## src/verilog/spi_pkg.sv

```systemverilog
package spi_pkg;

    localparam int DATA_W = 32;
    localparam int CHAR_W = 8;
    localparam int ADDR_W = 8;

    localparam int SPMODE_EN_BIT = 31;
    localparam int SPIE_DON_BIT  = 0;     // write 1 to clear

    typedef enum logic [ADDR_W-1:0] {
        SPMODE  = 8'h00,
        SPIE    = 8'h04,
        SPCOM   = 8'h08,
        SPITF   = 8'h0C,
        SPIRF   = 8'h10,
        CSMODE0 = 8'h20,
        CSMODE1 = 8'h24,
        CSMODE2 = 8'h28,
        CSMODE3 = 8'h2C
    } reg_addr_e;

    // mode word per chip select
    typedef struct packed {
        logic       cpol;        // sck idle level
        logic [2:0] rsvd_hi;
        logic [3:0] pm;          // half period is pm+1 clocks
        logic [7:0] rsvd_mid;
        logic [3:0] csbef;       // half periods before first edge
        logic [3:0] csaft;       // half periods after last edge
        logic [7:0] rsvd_lo;
    } csmode_t;

    localparam logic [DATA_W-1:0] CSMODE_MASK = 32'h8F00_FF00;

    typedef struct packed {
        logic [1:0]  cs;
        logic [21:0] rsvd;
        logic [7:0]  tranlen;    // characters per frame, 0 acts as 1
    } spcom_t;

    localparam logic [DATA_W-1:0] SPCOM_MASK = 32'hC000_00FF;

    typedef enum logic [2:0] {IDLE, SETUP, CHAR, HOLD, DONE} frame_state_e;

endpackage

```

## src/verilog/spi_ifs.sv

```systemverilog
`timescale 1ns/1ps

// word stream between the register bank and the frame controller
interface word_fifo_if import spi_pkg::*; ();
    logic              push;
    logic [DATA_W-1:0] wdata;
    logic              full;
    logic              pop;
    logic [DATA_W-1:0] rdata;     // head word
    logic              empty;

    modport producer (output push, output wdata, input full);
    modport consumer (output pop, input rdata, input empty);
    modport fifo (input push, input wdata, input pop, output full, output rdata, output empty);
endinterface

// four phase req/ack, one character per cycle of the handshake
interface char_link_if import spi_pkg::*; ();
    logic              req;
    logic              ack;
    logic [CHAR_W-1:0] tx_char;
    logic [CHAR_W-1:0] rx_char;

    modport ctrl (output req, output tx_char, input ack, input rx_char);
    modport shifter (input req, input tx_char, output ack, output rx_char);
endinterface

```

## src/verilog/spi_word_fifo.sv

```systemverilog
`timescale 1ns/1ps

module spi_word_fifo import spi_pkg::*; #(
    parameter int FIFO_DEPTH = 4
) (
    input logic       S_SYSCLK,
    input logic       S_RESETN,
    word_fifo_if.fifo f
);

    localparam int PTR_W = (FIFO_DEPTH > 1) ? $clog2(FIFO_DEPTH) : 1;

    logic [DATA_W-1:0] mem [FIFO_DEPTH];
    logic [PTR_W-1:0]  wr_ptr;
    logic [PTR_W-1:0]  rd_ptr;
    logic [PTR_W:0]    count;
    logic              do_push;
    logic              do_pop;

    assign f.full  = (count == (PTR_W+1)'(FIFO_DEPTH));
    assign f.empty = (count == '0);
    assign f.rdata = mem[rd_ptr];

    assign do_push = f.push && !f.full;     // newest word dropped when full
    assign do_pop  = f.pop && !f.empty;

    function automatic logic [PTR_W-1:0] next_ptr(input logic [PTR_W-1:0] p);
        return (p == PTR_W'(FIFO_DEPTH - 1)) ? '0 : p + 1'b1;
    endfunction

    always_ff @(posedge S_SYSCLK or negedge S_RESETN) begin
        if (!S_RESETN) begin
            wr_ptr <= '0;
            rd_ptr <= '0;
            count  <= '0;
        end else begin
            if (do_push)
                wr_ptr <= next_ptr(wr_ptr);
            if (do_pop)
                rd_ptr <= next_ptr(rd_ptr);
            if (do_push && !do_pop)
                count <= count + 1'b1;
            else if (do_pop && !do_push)
                count <= count - 1'b1;
        end
    end

    always_ff @(posedge S_SYSCLK) begin
        if (do_push)
            mem[wr_ptr] <= f.wdata;
    end

endmodule

```

## src/verilog/spi_sck_gen.sv

```systemverilog
`timescale 1ns/1ps

module spi_sck_gen (
    input  logic       S_SYSCLK,
    input  logic       S_RESETN,
    input  logic       run,
    input  logic [3:0] pm,
    output logic       tick
);

    logic [3:0] cnt;
    logic       run_d;    // low for one cycle after run rises

    // one tick every pm+1 clocks
    assign tick = run && run_d && (cnt == '0);

    always_ff @(posedge S_SYSCLK or negedge S_RESETN) begin
        if (!S_RESETN) begin
            cnt   <= '0;
            run_d <= 1'b0;
        end else begin
            run_d <= run;
            if (!run_d || cnt == '0)
                cnt <= pm;          // restart or reload after tick
            else
                cnt <= cnt - 1'b1;
        end
    end

endmodule

```

## src/verilog/spi_char_shifter.sv

```systemverilog
`timescale 1ns/1ps

module spi_char_shifter import spi_pkg::*; (
    input  logic         S_SYSCLK,
    input  logic         S_RESETN,
    input  logic         cpol,
    input  logic         tick,
    char_link_if.shifter link,
    output logic         S_SPI_SCK,
    output logic         S_SPI_MOSI,
    input  logic         S_SPI_MISO
);

    localparam int NEDGE = 2 * CHAR_W;    // half periods per character

    logic                     busy;
    logic                     ack_q;
    logic                     sck_q;
    logic [$clog2(NEDGE)-1:0] edge_cnt;   // even counts are leading edges
    logic [CHAR_W-1:0]        tx_sr;
    logic [CHAR_W-1:0]        rx_sr;

    assign S_SPI_SCK    = sck_q;
    assign S_SPI_MOSI   = tx_sr[CHAR_W-1];    // msb first
    assign link.ack     = ack_q;
    assign link.rx_char = rx_sr;

    always_ff @(posedge S_SYSCLK or negedge S_RESETN) begin
        if (!S_RESETN) begin
            busy     <= 1'b0;
            ack_q    <= 1'b0;
            sck_q    <= 1'b0;
            edge_cnt <= '0;
            tx_sr    <= '0;
        end else if (!busy) begin
            sck_q <= cpol;
            if (link.req && !ack_q) begin
                busy     <= 1'b1;
                edge_cnt <= '0;
                tx_sr    <= link.tx_char;   // msb shows before first edge
            end else if (!link.req) begin
                ack_q <= 1'b0;
            end
        end else if (!link.req) begin
            // frame aborted by disable
            busy  <= 1'b0;
            tx_sr <= '0;
        end else if (tick) begin
            sck_q    <= ~sck_q;
            edge_cnt <= edge_cnt + 1'b1;
            if (edge_cnt[0])
                tx_sr <= {tx_sr[CHAR_W-2:0], 1'b0};    // trailing edge
            if (edge_cnt == ($clog2(NEDGE))'(NEDGE - 1)) begin
                busy  <= 1'b0;
                ack_q <= 1'b1;
            end
        end
    end

    // miso sampled on leading edges
    always_ff @(posedge S_SYSCLK) begin
        if (busy && link.req && tick && !edge_cnt[0])
            rx_sr <= {rx_sr[CHAR_W-2:0], S_SPI_MISO};
    end

endmodule

```

## src/verilog/spi_frame_ctrl.sv

```systemverilog
`timescale 1ns/1ps

module spi_frame_ctrl import spi_pkg::*; #(
    parameter int NCS = 4
) (
    input  logic           S_SYSCLK,
    input  logic           S_RESETN,
    input  logic           en,
    input  csmode_t        csmode,
    input  spcom_t         spcom,
    input  logic           start,
    output logic           frame_done,
    word_fifo_if.consumer  tx,
    word_fifo_if.producer  rx,
    char_link_if.ctrl      link,
    input  logic           tick,
    output logic           sck_run,
    output logic [NCS-1:0] spi_sel
);

    frame_state_e      state;
    logic [3:0]        dly_cnt;       // csbef or csaft half periods left
    logic [7:0]        chars_left;
    logic [1:0]        byte_idx;      // 0 is byte 3 of the word
    logic              have_word;
    logic              req_q;
    logic [DATA_W-1:0] tx_word;
    logic [DATA_W-1:0] rx_word;
    logic [DATA_W-1:0] rx_next;
    logic              need_word;
    logic              char_done;
    logic              word_end;

    assign link.req     = req_q;
    assign link.tx_char = tx_word[DATA_W-1 -: CHAR_W];
    assign sck_run      = (state == SETUP) || (state == CHAR) || (state == HOLD);
    assign frame_done   = (state == DONE);

    assign need_word = (state == CHAR) && !have_word && !req_q && !link.ack;
    assign char_done = (state == CHAR) && req_q && link.ack;
    assign word_end  = (byte_idx == 2'd3) || (chars_left == 8'd1);

    assign tx.pop   = en && need_word && !tx.empty;   // waits here on empty
    assign rx.push  = en && char_done && word_end;
    assign rx.wdata = rx_next;

    // received byte merged top down
    always_comb begin
        rx_next = rx_word;
        rx_next[DATA_W-1 - CHAR_W*byte_idx -: CHAR_W] = link.rx_char;
    end

    always_ff @(posedge S_SYSCLK or negedge S_RESETN) begin
        if (!S_RESETN) begin
            state      <= IDLE;
            spi_sel    <= '1;
            dly_cnt    <= '0;
            chars_left <= '0;
            byte_idx   <= '0;
            have_word  <= 1'b0;
            req_q      <= 1'b0;
        end else if (!en) begin
            state   <= IDLE;
            spi_sel <= '1;
            req_q   <= 1'b0;
        end else begin
            case (state)
                IDLE: begin
                    if (start) begin
                        state      <= SETUP;
                        spi_sel    <= ~(NCS'(1) << spcom.cs);
                        dly_cnt    <= csmode.csbef;
                        chars_left <= (spcom.tranlen == '0) ? 8'd1 : spcom.tranlen;
                        byte_idx   <= '0;
                        have_word  <= 1'b0;
                    end
                end
                SETUP: begin
                    if (dly_cnt == '0)
                        state <= CHAR;
                    else if (tick)
                        dly_cnt <= dly_cnt - 1'b1;
                end
                CHAR: begin
                    if (tx.pop) begin
                        have_word <= 1'b1;
                    end else if (have_word && !req_q && !link.ack) begin
                        req_q <= 1'b1;
                    end else if (char_done) begin
                        req_q      <= 1'b0;
                        byte_idx   <= byte_idx + 1'b1;
                        chars_left <= chars_left - 1'b1;
                        if (byte_idx == 2'd3)
                            have_word <= 1'b0;
                        if (chars_left == 8'd1) begin
                            state   <= HOLD;
                            dly_cnt <= csmode.csaft;
                        end
                    end
                end
                HOLD: begin
                    if (dly_cnt == '0) begin
                        state   <= DONE;
                        spi_sel <= '1;
                    end else if (tick) begin
                        dly_cnt <= dly_cnt - 1'b1;
                    end
                end
                DONE:    state <= IDLE;
                default: state <= IDLE;
            endcase
        end
    end

    // word registers
    always_ff @(posedge S_SYSCLK) begin
        if (tx.pop)
            tx_word <= tx.rdata;
        else if (char_done)
            tx_word <= tx_word << CHAR_W;   // next byte to the top
        if (start && state == IDLE)
            rx_word <= '0;
        else if (char_done)
            rx_word <= word_end ? '0 : rx_next;
    end

endmodule

```

## src/verilog/spi_reg_bank.sv

```systemverilog
`timescale 1ns/1ps

module spi_reg_bank import spi_pkg::*; #(
    parameter int NCS = 4
) (
    input  logic                S_SYSCLK,
    input  logic                S_RESETN,
    input  logic [ADDR_W-1:0]   S_AWADDR,
    input  logic [DATA_W-1:0]   S_WDATA,
    input  logic [DATA_W/8-1:0] S_WSTRB,
    input  logic                S_AWVALID,
    input  logic                S_WVALID,
    input  logic                S_BREADY,
    input  logic [ADDR_W-1:0]   S_ARADDR,
    input  logic                S_ARVALID,
    input  logic                S_RREADY,
    output logic                S_AWREADY,
    output logic                S_WREADY,
    output logic                S_BVALID,
    output logic [1:0]          S_BRESP,
    output logic                S_ARREADY,
    output logic [DATA_W-1:0]   S_RDATA,
    output logic [1:0]          S_RRESP,
    output logic                S_RVALID,
    word_fifo_if.producer       tx,
    word_fifo_if.consumer       rx,
    output logic                en,
    output csmode_t             csmode,
    output spcom_t              spcom,
    output logic                start,
    input  logic                frame_done
);

    logic              aw_rdy;
    logic              ar_rdy;
    logic              wr_en;
    logic              rd_en;
    logic              done_q;     // sticky frame done
    logic              busy;       // frame in flight
    logic              spcom_wr;
    logic [DATA_W-1:0] rd_data;
    spcom_t            spcom_q;
    csmode_t           csmode_q [NCS];

    assign S_AWREADY = aw_rdy;
    assign S_WREADY  = aw_rdy;
    assign S_BRESP   = 2'b00;
    assign S_ARREADY = ar_rdy;
    assign S_RRESP   = 2'b00;

    assign wr_en    = aw_rdy && S_AWVALID && S_WVALID;
    assign rd_en    = ar_rdy && S_ARVALID;
    assign spcom_wr = wr_en && (S_AWADDR == SPCOM) && !busy;   // ignored while busy

    assign tx.push  = wr_en && (S_AWADDR == SPITF);
    assign tx.wdata = S_WDATA;
    assign rx.pop   = rd_en && (S_ARADDR == SPIRF);

    assign spcom  = spcom_q;
    assign csmode = (int'(spcom_q.cs) < NCS) ? csmode_q[spcom_q.cs] : '0;

    // byte strobes applied, reserved bits cleared
    function automatic logic [DATA_W-1:0] wr_merge(input logic [DATA_W-1:0] cur,
                                                   input logic [DATA_W-1:0] mask);
        logic [DATA_W-1:0] res;
        res = cur;
        for (int b = 0; b < DATA_W/8; b++) begin
            if (S_WSTRB[b])
                res[8*b +: 8] = S_WDATA[8*b +: 8];
        end
        return res & mask;
    endfunction

    // bus handshakes, one transaction per channel at a time
    always_ff @(posedge S_SYSCLK or negedge S_RESETN) begin
        if (!S_RESETN) begin
            aw_rdy   <= 1'b0;
            ar_rdy   <= 1'b0;
            S_BVALID <= 1'b0;
            S_RVALID <= 1'b0;
            S_RDATA  <= '0;
        end else begin
            aw_rdy <= S_AWVALID && S_WVALID && !aw_rdy && !S_BVALID;
            ar_rdy <= S_ARVALID && !ar_rdy && !S_RVALID;
            if (wr_en)
                S_BVALID <= 1'b1;
            else if (S_BREADY)
                S_BVALID <= 1'b0;
            if (rd_en) begin
                S_RVALID <= 1'b1;
                S_RDATA  <= rd_data;
            end else if (S_RREADY) begin
                S_RVALID <= 1'b0;
            end
        end
    end

    always_ff @(posedge S_SYSCLK or negedge S_RESETN) begin
        if (!S_RESETN) begin
            en      <= 1'b0;
            done_q  <= 1'b0;
            busy    <= 1'b0;
            start   <= 1'b0;
            spcom_q <= '0;
            for (int i = 0; i < NCS; i++)
                csmode_q[i] <= '0;
        end else begin
            start <= spcom_wr && en;
            if (spcom_wr && en)
                busy <= 1'b1;
            else if (frame_done || !en)
                busy <= 1'b0;
            if (frame_done)
                done_q <= 1'b1;
            else if (wr_en && S_AWADDR == SPIE && S_WSTRB[SPIE_DON_BIT/8]
                     && S_WDATA[SPIE_DON_BIT])
                done_q <= 1'b0;
            if (wr_en) begin
                case (S_AWADDR)
                    SPMODE: begin
                        if (S_WSTRB[SPMODE_EN_BIT/8])
                            en <= S_WDATA[SPMODE_EN_BIT];
                    end
                    SPCOM: begin
                        if (!busy)
                            spcom_q <= wr_merge(spcom_q, SPCOM_MASK);
                    end
                    CSMODE0, CSMODE1, CSMODE2, CSMODE3: begin
                        if (int'(S_AWADDR[3:2]) < NCS)
                            csmode_q[S_AWADDR[3:2]] <= wr_merge(csmode_q[S_AWADDR[3:2]],
                                                                CSMODE_MASK);
                    end
                    default: ;
                endcase
            end
        end
    end

    // read mux, sampled into S_RDATA on the address handshake
    always_comb begin
        rd_data = '0;
        case (S_ARADDR)
            SPMODE: rd_data[SPMODE_EN_BIT] = en;
            SPIE:   rd_data[SPIE_DON_BIT] = done_q;
            SPCOM:  rd_data = spcom_q;
            SPIRF:  rd_data = rx.empty ? '0 : rx.rdata;   // empty reads zero
            CSMODE0, CSMODE1, CSMODE2, CSMODE3: begin
                if (int'(S_ARADDR[3:2]) < NCS)
                    rd_data = csmode_q[S_ARADDR[3:2]];
            end
            default: ;
        endcase
    end

endmodule

```

## src/verilog/spi_top.sv

```systemverilog
`timescale 1ns/1ps

module spi_top import spi_pkg::*; #(
    parameter int NCS        = 4,
    parameter int FIFO_DEPTH = 4
) (
    input  logic                S_SYSCLK,
    input  logic                S_RESETN,
    input  logic [ADDR_W-1:0]   S_AWADDR,
    input  logic [DATA_W-1:0]   S_WDATA,
    input  logic [DATA_W/8-1:0] S_WSTRB,
    input  logic                S_AWVALID,
    input  logic                S_WVALID,
    input  logic                S_BREADY,
    input  logic [ADDR_W-1:0]   S_ARADDR,
    input  logic                S_ARVALID,
    input  logic                S_RREADY,
    output logic                S_AWREADY,
    output logic                S_WREADY,
    output logic                S_BVALID,
    output logic [1:0]          S_BRESP,
    output logic                S_ARREADY,
    output logic [DATA_W-1:0]   S_RDATA,
    output logic [1:0]          S_RRESP,
    output logic                S_RVALID,
    input  logic                S_SPI_MISO,
    output logic                S_SPI_SCK,
    output logic                S_SPI_MOSI,
    output logic [NCS-1:0]      S_SPI_SEL
);

    logic    en;
    csmode_t csmode;       // mode of the selected chip select
    spcom_t  spcom;
    logic    start;
    logic    frame_done;
    logic    sck_run;
    logic    tick;

    word_fifo_if tx_fifo ();
    word_fifo_if rx_fifo ();
    char_link_if link ();

    spi_reg_bank #(.NCS(NCS)) u_reg_bank (
        .*,
        .tx (tx_fifo),
        .rx (rx_fifo)
    );

    spi_word_fifo #(.FIFO_DEPTH(FIFO_DEPTH)) u_tx_fifo (
        .S_SYSCLK,
        .S_RESETN,
        .f (tx_fifo)
    );

    spi_word_fifo #(.FIFO_DEPTH(FIFO_DEPTH)) u_rx_fifo (
        .S_SYSCLK,
        .S_RESETN,
        .f (rx_fifo)
    );

    spi_frame_ctrl #(.NCS(NCS)) u_frame_ctrl (
        .*,
        .tx      (tx_fifo),
        .rx      (rx_fifo),
        .spi_sel (S_SPI_SEL)
    );

    spi_sck_gen u_sck_gen (
        .*,
        .run (sck_run),
        .pm  (csmode.pm)
    );

    spi_char_shifter u_shifter (
        .*,
        .cpol (csmode.cpol)
    );

endmodule

```

## config.mk

```make
export PLATFORM = sky130hd
export DESIGN_NAME = spi_top
export DESIGN_NICKNAME = d
export VERILOG_FILES = /design/src/verilog/spi_pkg.sv /design/src/verilog/spi_ifs.sv /design/src/verilog/spi_word_fifo.sv /design/src/verilog/spi_sck_gen.sv /design/src/verilog/spi_char_shifter.sv /design/src/verilog/spi_frame_ctrl.sv /design/src/verilog/spi_reg_bank.sv /design/src/verilog/spi_top.sv
export SDC_FILE = /design/constraint.sdc
export NUM_CORES = 1
export LEC_CHECK = 0
export BUFFER_PORTS_ARGS = -buffer_cell sky130_fd_sc_hd__clkbuf_2
export CAP_MARGIN = 20
export CELL_PAD_IN_SITES_DETAIL_PLACEMENT = 0
export CELL_PAD_IN_SITES_GLOBAL_PLACEMENT = 1
export CORE_MARGIN = 3
export CORE_UTILIZATION = 25
export CTS_CLUSTER_DIAMETER = 100
export DETAILED_ROUTE_END_ITERATION = 10
export GPL_ROUTABILITY_DRIVEN = 0
export PLACE_DENSITY_LB_ADDON = 0.12
export SYNTH_ARGS = -nofsm -noshare
export SYNTH_HDL_FRONTEND = slang
export SYNTH_SLANG_ARGS = --single-unit
export TNS_END_PERCENT = 100
```

## constraint.sdc

```tcl
create_clock -name S_SYSCLK -period 2.6 [get_ports S_SYSCLK]
set_input_delay 0.13 -clock S_SYSCLK [delete_from_list [all_inputs] [get_ports S_SYSCLK]]
set_output_delay 0.13 -clock S_SYSCLK [all_outputs]
set_load 0.005 [all_outputs]
```

==> results by group, run 1 <==
Synth
  – Post-synth EDFFs: 296
  – FF+latch count, synth: 487
  – Asr flop ratio synth: 32.6%
  – Synth warn: 0
  – Main area contributors after synthesis: edfxtp_1 43%, dfrtp_1 19%, mux4_2 11%
  – Sequential share of the synthesized area: 64.6%
  – Yosys cell types: 74
  – Top cell type's share of synthesized area: 42.5%
  – Syn avg cell area: 15.6 um^2
  – Syn Inst Count: 1338
  – Post-synth top area cell: edfxtp_1
  – Post-Syn Area: 20900 um^2
  – Top FF cell, synth: edfxtp_1

Pwr
  – VDD IR max: 495 uV
  – Leakage: 0.00950 uW
  – Power Dens Cells: 651 nW/um^2
  – Total power: 16700 uW

Clocking
  – Worst-Skew Late Latency: 0.63 ns
  – Reg clk slew, reported paths: 0.06 ns
  – Root Buffer: clkbuf_16
  – Clock sink total: 487
  – H-tree levels: 2
  – Clk buf depth: 3
  – CTS tree: done
  – Inserted Clock Buffers: 58

Placed design
  – Dpl cells: 2513
  – Hpwl dp: 39100 um
  – Buffers on Ports: 101

Global routing
  – Largest net degree at the start of global routing: 79
  – Number of global-route vias before repair: 12800
  – Grt total ovfl: 0
  – Gr usage total: 13.6%
  – First-pass GRT wire length: 87300 um
  – Initial antenna violation count: 1

Finish
  – Nets: 1636
  – Commonest non-fill, non-tap cells in the layout: 296 x edfxtp_1, 153 x dfrtp_1, 103 x mux4_2, 103 x nand2_1, 100 x clkbuf_2
  – Fin cells: 2669
  – ANT cells: 0
  – Most common cell after layout, fill and taps aside: edfxtp_1
  – Area growth, synth to finish: 22.8%
  – Fillers: 8181
  – Share of post-route cells with drive strength above 1: 33.1%

Timing
  – Period utilisation layout: 95.6%
  – Final setup viols: 0
  – Max_slew headroom: 24.5%
  – Max Freq: 402 MHz
  – Worst Max-Slew Pin Slew: 1.13 ns
  – Final min period: 2.49 ns
  – Max Slew Vio Count: 0
  – Final Hold Vio Count: 0
  – Max Clock Skew: 0.0313 ns

Worst setup path
  – Nature of the critical path endpoint: flip-flop
  – WP data arrival: 3.03 ns
  – Slowest stage delay, CP: 0.42 ns
  – Cell family with most CP delay: adder cells
  – Worst setup SP type: flip-flop
  – Crit-path cells: inv_2 > ha_1 > nor4b_4 > a21oi_2 > a211oi_2 > ha_2 > inv_1 > fa_1 > xor2_1 > nor2_1 > xor2_1
  – Max Fanout on Critical Path: 3
  – Critical-path top delay cell: fa_1
  – Crit path top cell by count: xor2_1
  – Critical Path RT: 3.14 ns
  – Crit Path Category: reg2reg
  – Crit path buf inv count: 2

Route
  – ANT nets after route: 0
  – Drt pass-1 iters: 5
  – Drt total wl: 59000 um
  – Via/cell ratio: 4.63
  – Average wire per standard cell: 22.1 um
  – DRC viols: 0
  – Drt initial violations: 715
  – Vias: 12400

Floorplan
  – Io pins: 107
  – Die X-Extent: 295 um
  – Initial core utilization: 25.3%
  – Row cnt: 105
  – Core area: 82500 um^2
  – Die H: 295 um
  – Die area: 87200 um^2

Worst hold path
  – HP Class: in2reg

Run status
  – Status: finished, final reports clean

Run
  – Max_cap viols: 0
## cell families after synthesis
| family | synth area share (%) |
|---|---|
| multiplexers | 17.4 |
| other | 0.0179 |
| AND/OR/NAND/NOR | 6.98 |
| flip-flops | 64.6 |
| AO/OA/AOI/OAI | 6.65 |
| buffers and inverters | 2.33 |
| adder cells (fa/ha/maj) | 1.63 |
| XOR/XNOR | 0.377 |
## final cells by class
cell class	count	area, um^2	area share [%]
flip-flops and latches	487	13500	52.6
multi-input cells	738	7020	27.3
repair buffers	227	1740	6.77
clock buffers	78	1590	6.18
well taps	1070	1340	5.21
clock inverters	31	345	1.34
inverters	38	143	0.555
## where the power goes
group,internal (uW),switching (uW),leakage (uW)
sequential,8180,19.8,0.00506
clock,4720,3410,0.000939
combinational,148,237,0.00351
total,13100,3660,0.00950
## worst paths after layout
check                                                  startpoint                              endpoint  slack [ns]  depth (start not counted)
max in group asynchronous                                S_RESETN       u_reg_bank.S_RVALID$_DFFE_PN0P_        2.01                          3
max                        u_frame_ctrl.chars_left[1]$_DFFE_PN0P_        u_rx_fifo.count[2]$_DFFE_PN0P_        0.11                         11
min reg2reg                  u_frame_ctrl.rx_word[1]$_SDFFE_PP0P_  u_frame_ctrl.rx_word[1]$_SDFFE_PP0P_        0.44                          2
max reg2reg                u_frame_ctrl.chars_left[1]$_DFFE_PN0P_        u_rx_fifo.count[2]$_DFFE_PN0P_        0.11                         11
min                                                   S_AWADDR[5]            u_reg_bank.start$_DFF_PN0_        0.04                          4
min in group asynchronous                                S_RESETN       u_reg_bank.spcom[1]$_DFFE_PN0P_        0.09                          3
## flip-flops by register name, summed over array words and instances, names as in the netlist, 10 cells and up
register,flops
u_rx_fifo.mem,128
u_tx_fifo.mem,128
u_reg_bank.csmode_q,52
u_frame_ctrl.rx_word,32
u_frame_ctrl.tx_word,32
u_reg_bank.S_RDATA,32
u_reg_bank.spcom,10
## routing by layer
metal	vias to the layer above	part of all wire (%)	GRT usage, %
li1	5616	-	-
met1	6452	48	19.2
met2	215	47	21.7
met3	81	3.1	1.83
met4	0	2.7	4.17
met5	-	0	0
## cells in the mapped netlist (11+ instances only)
cell type  number
edfxtp_1      296
dfrtp_1       155
nand2_1       105
mux4_2        103
mux2_2         97
nor2_1         58
clkbuf_1       52
inv_1          38
dfxtp_1        32
nand2b_1       30
o21ai_0        30
a311oi_1       24
ha_1           24
a32oi_1        22
a21oi_1        19
a22o_1         16
mux2_1         15
o21ai_1        14
nand3_1        13
and2_1         12
nor3_1         12
o22ai_1        12
and3_1         11
buf_2          11
nor2b_1        11
## what timing repair did
| action | 4_1_cts | 5_1_grt |
|---|---|---|
| endpoints found under the setup margin | 1 | 1 |
| endpoints found under the hold margin | 302 | 0 |
| gates cloned | 0 | 0 |
| setup buffers | 0 | 4 |
| gates resized for setup | 1 | 3 |
| hold buffers | 43 | 0 |
| pin swaps | 0 | 4 |
## through the flow
step | setup slack, ns | area (um^2) | hold slack, ns | setup TNS (ns) | util, %
2_1_floorplan | 0.0394 | 20900 | -0.166 | 0 | -
3_3_place_gp | 0.0426 | 23300 | 0.0404 | 0 | 28.2
3_5_place_dp | -0.0236 | 23300 | 0.0401 | -0.0236 | 28.2
4_1_cts | 0.0564 | 25600 | 0.00667 | 0 | 31.1
5_1_grt | -0.0215 | 25700 | 0.0468 | -0.0215 | 31.1
6_report | 0.114 | 25700 | 0.0431 | 0 | 31.1
## worst reg2reg max path, delay by kind of cell, from the launching register on
kind | cells | cell delay (ns)
and+or+nand+nor | 2 | 0.41
buffers and inverters | 2 | 0.14
adders and majority gates | 3 | 0.79
DFF | 1 | 0.38
xor gates and xnor gates | 2 | 0.33
AOI/OAI and AO/OA | 2 | 0.36
Power figures use the tool's default switching activity.
==> run 2: changes to the inputs <==
Settings changed: CORE_UTILIZATION 25 to 40.
==> results by group, run 2 (synthesis results as in run 1) <==
Finish
  – Biggest regs: u_rx_fifo.mem (128), u_tx_fifo.mem (128), u_reg_bank.csmode_q (52)
  – Fin cells: 2264
  – ANT cells: 0
  – Most common cell after layout, fill and taps aside: edfxtp_1
  – Nets: 1624
  – Share of post-route cells with drive strength above 1: 31.7%
  – Area growth, synth to finish: 19.4%
  – Util after Layout: 48.5%
  – Commonest non-fill, non-tap cells in the layout: 296 x edfxtp_1, 153 x dfrtp_1, 104 x nand2_1
  – Final Instance Area: 25000 um^2

Floorplan
  – Io pins: 107
  – Die H: 235 um
  – Die area: 55100 um^2
  – Row cnt: 83
  – Initial core utilization: 40.6%
  – Die X-Extent: 235 um
  – Core area: 51500 um^2

Worst hold path
  – HP Class: in2async

Route
  – Drt pass-1 iters: 7
  – DRC viols: 0
  – Drt total wl: 51900 um
  – Via/cell ratio: 5.44
  – Drt initial violations: 917
  – Average wire per standard cell: 22.9 um
  – Vias: 12300
  – ANT nets after route: 0

Worst setup path
  – Slowest stage delay, CP: 0.42 ns
  – Reg2reg start: u_frame_ctrl.chars_left[1]$_DFFE_PN0P_
  – RR Endpoint: u_rx_fifo.count[2]$_DFFE_PN0P_
  – Critical-path top delay cell: fa_1
  – Crit path top cell by count: xor2_1
  – Nature of the critical path endpoint: flip-flop
  – Crit Path Category: reg2reg
  – Crit-path cells: inv_2 > ha_1 > nor4b_4 > a21oi_2 > a211oi_2 > ha_2 > inv_1 > fa_1 > xor2_1 > nor2_1 > xor2_1
  – Worst setup SP type: flip-flop
  – Max Fanout on Critical Path: 3
  – Cell family with most CP delay: adder cells
  – FF-to-FF path depth: 11
  – Critical Path RT: 3.11 ns
  – WP data arrival: 2.94 ns
  – Worst R2R Setup Slack: 0.17 ns
  – Crit path buf inv count: 2

Clocking
  – CTS tree: done
  – Clk buf depth: 3
  – Inserted Clock Buffers: 54
  – Worst-Skew Late Latency: 0.60 ns
  – Clock sink total: 487
  – Reg clk slew, reported paths: 0.06 ns
  – Root Buffer: clkbuf_16
  – H-tree levels: 2

Pwr
  – Clk pwr share: 47.0%
  – VDD IR max: 428 uV
  – Leakage: 0.00938 uW
  – Sw Ratio: 20.7%
  – Logic pwr share: 2.3%
  – Power Dens Cells: 647 nW/um^2
  – Flop pwr share: 50.7%
  – Pint: 12800 uW
  – NetSw: 3350 uW

Placed design
  – Buffers on Ports: 101
  – Dpl cells: 2116
  – Placed cell area: 22700 um^2
  – Hpwl dp: 33800 um
  – Worst slack, placed: 0.138 ns

Timing
  – Max Slew Vio Count: 0
  – Max Freq: 411 MHz
  – Max_slew headroom: 45.8%
  – Period utilisation layout: 93.6%
  – Worst Max-Slew Pin Slew: 0.808 ns
  – Final setup viols: 0
  – Final worst slack: 0.166 ns
  – Final min period: 2.43 ns
  – Max Clock Skew: 0.0200 ns
  – Final Hold Vio Count: 0

Global routing
  – Gr usage total: 18.9%
  – Largest net degree at the start of global routing: 90
  – Initial antenna violation count: 0
  – Grt total ovfl: 0
  – Number of global-route vias before repair: 12600
  – First-pass GRT wire length: 79700 um

Run status
  – Status: finished, final reports clean

Run
  – Max_cap viols: 0
-- run 2: cell count changes in the layout (fill, tap and decap cells not counted), moves of 2 or more --
cell | before | now
inv_6 | 0 | 2
dlygate4sd3_1 | 42 | 44
clkbuf_16 | 58 | 55
buf_4 | 70 | 59
and2_1 | 4 | 8
clkinv_16 | 2 | 0
nor3b_1 | 3 | 5
and2_2 | 8 | 4
clkinv_4 | 5 | 0
nor3b_2 | 5 | 3
clkinv_1 | 3 | 6
-- run 2: worst max path at each step --
stage	start	endpoint	slack [ns]	cells past startpoint
after floorplan	u_frame_ctrl.state[0]$_DFFE_PN0P_	u_tx_fifo.count[2]$_DFFE_PN0P_	0.04	10
after global placement	u_frame_ctrl.chars_left[1]$_DFFE_PN0P_	u_rx_fifo.count[2]$_DFFE_PN0P_	0.18	11
after detailed placement	u_frame_ctrl.chars_left[1]$_DFFE_PN0P_	u_rx_fifo.count[2]$_DFFE_PN0P_	0.14	11
after CTS	u_frame_ctrl.chars_left[1]$_DFFE_PN0P_	u_rx_fifo.count[2]$_DFFE_PN0P_	0.11	11
after global routing	u_frame_ctrl.chars_left[1]$_DFFE_PN0P_	u_rx_fifo.count[2]$_DFFE_PN0P_	-0.01	11
final	u_frame_ctrl.chars_left[1]$_DFFE_PN0P_	u_rx_fifo.count[2]$_DFFE_PN0P_	0.17	11
-- run 2: area by class of cell --
type                            count  area, um^2
Inverter                           38         143
Sequential cell                   487       13500
Clock inverter                     26         250
Timing Repair Buffer              219        1700
Clock buffer                       76        1530
Tap cell                          680         851
Fill cell                        4489       26500
Multi-Input combinational cell    738        7000
-- run 2: power by group through the flow --
stage                     clock, uW  sequential (uW)  combinational, uW
after CTS                      7840             8200                377
after detailed placement          0             8350                323
after global routing           8130             8190                402
after floorplan                   0             8350                111
final                          7610             8200                365
after global placement            0             8350                318
-- run 2: what timing repair did --
| item | CTS | global route |
|---|---|---|
| setup endpoints to repair | 0 | 1 |
| gates resized for setup | 0 | 4 |
| hold endpoints to repair | 280 | 0 |
| hold buffers | 44 | 0 |
| buffers inserted | 0 | 2 |
-- run 2: metrics by stage --
stage,hold slack (ns),TNS [ns],power [uW]
finish,0.0271,0,16200
global route,0.0361,-0.0121,16700
CTS,0.00294,0,16400
detailed placement,0.100,0,8680
global placement,0.0778,0,8670
floorplan,-0.166,0,8460
-- run 2: metal layers --
layer | GRT usage [%] | vias to the layer above | wire length (um)
met5 | 0 | - | 0
met4 | 4.97 | 0 | 991
met3 | 2.51 | 69 | 2140
met2 | 31.1 | 278 | 25600
met1 | 26.6 | 6360 | 23200
li1 | - | 5604 | -
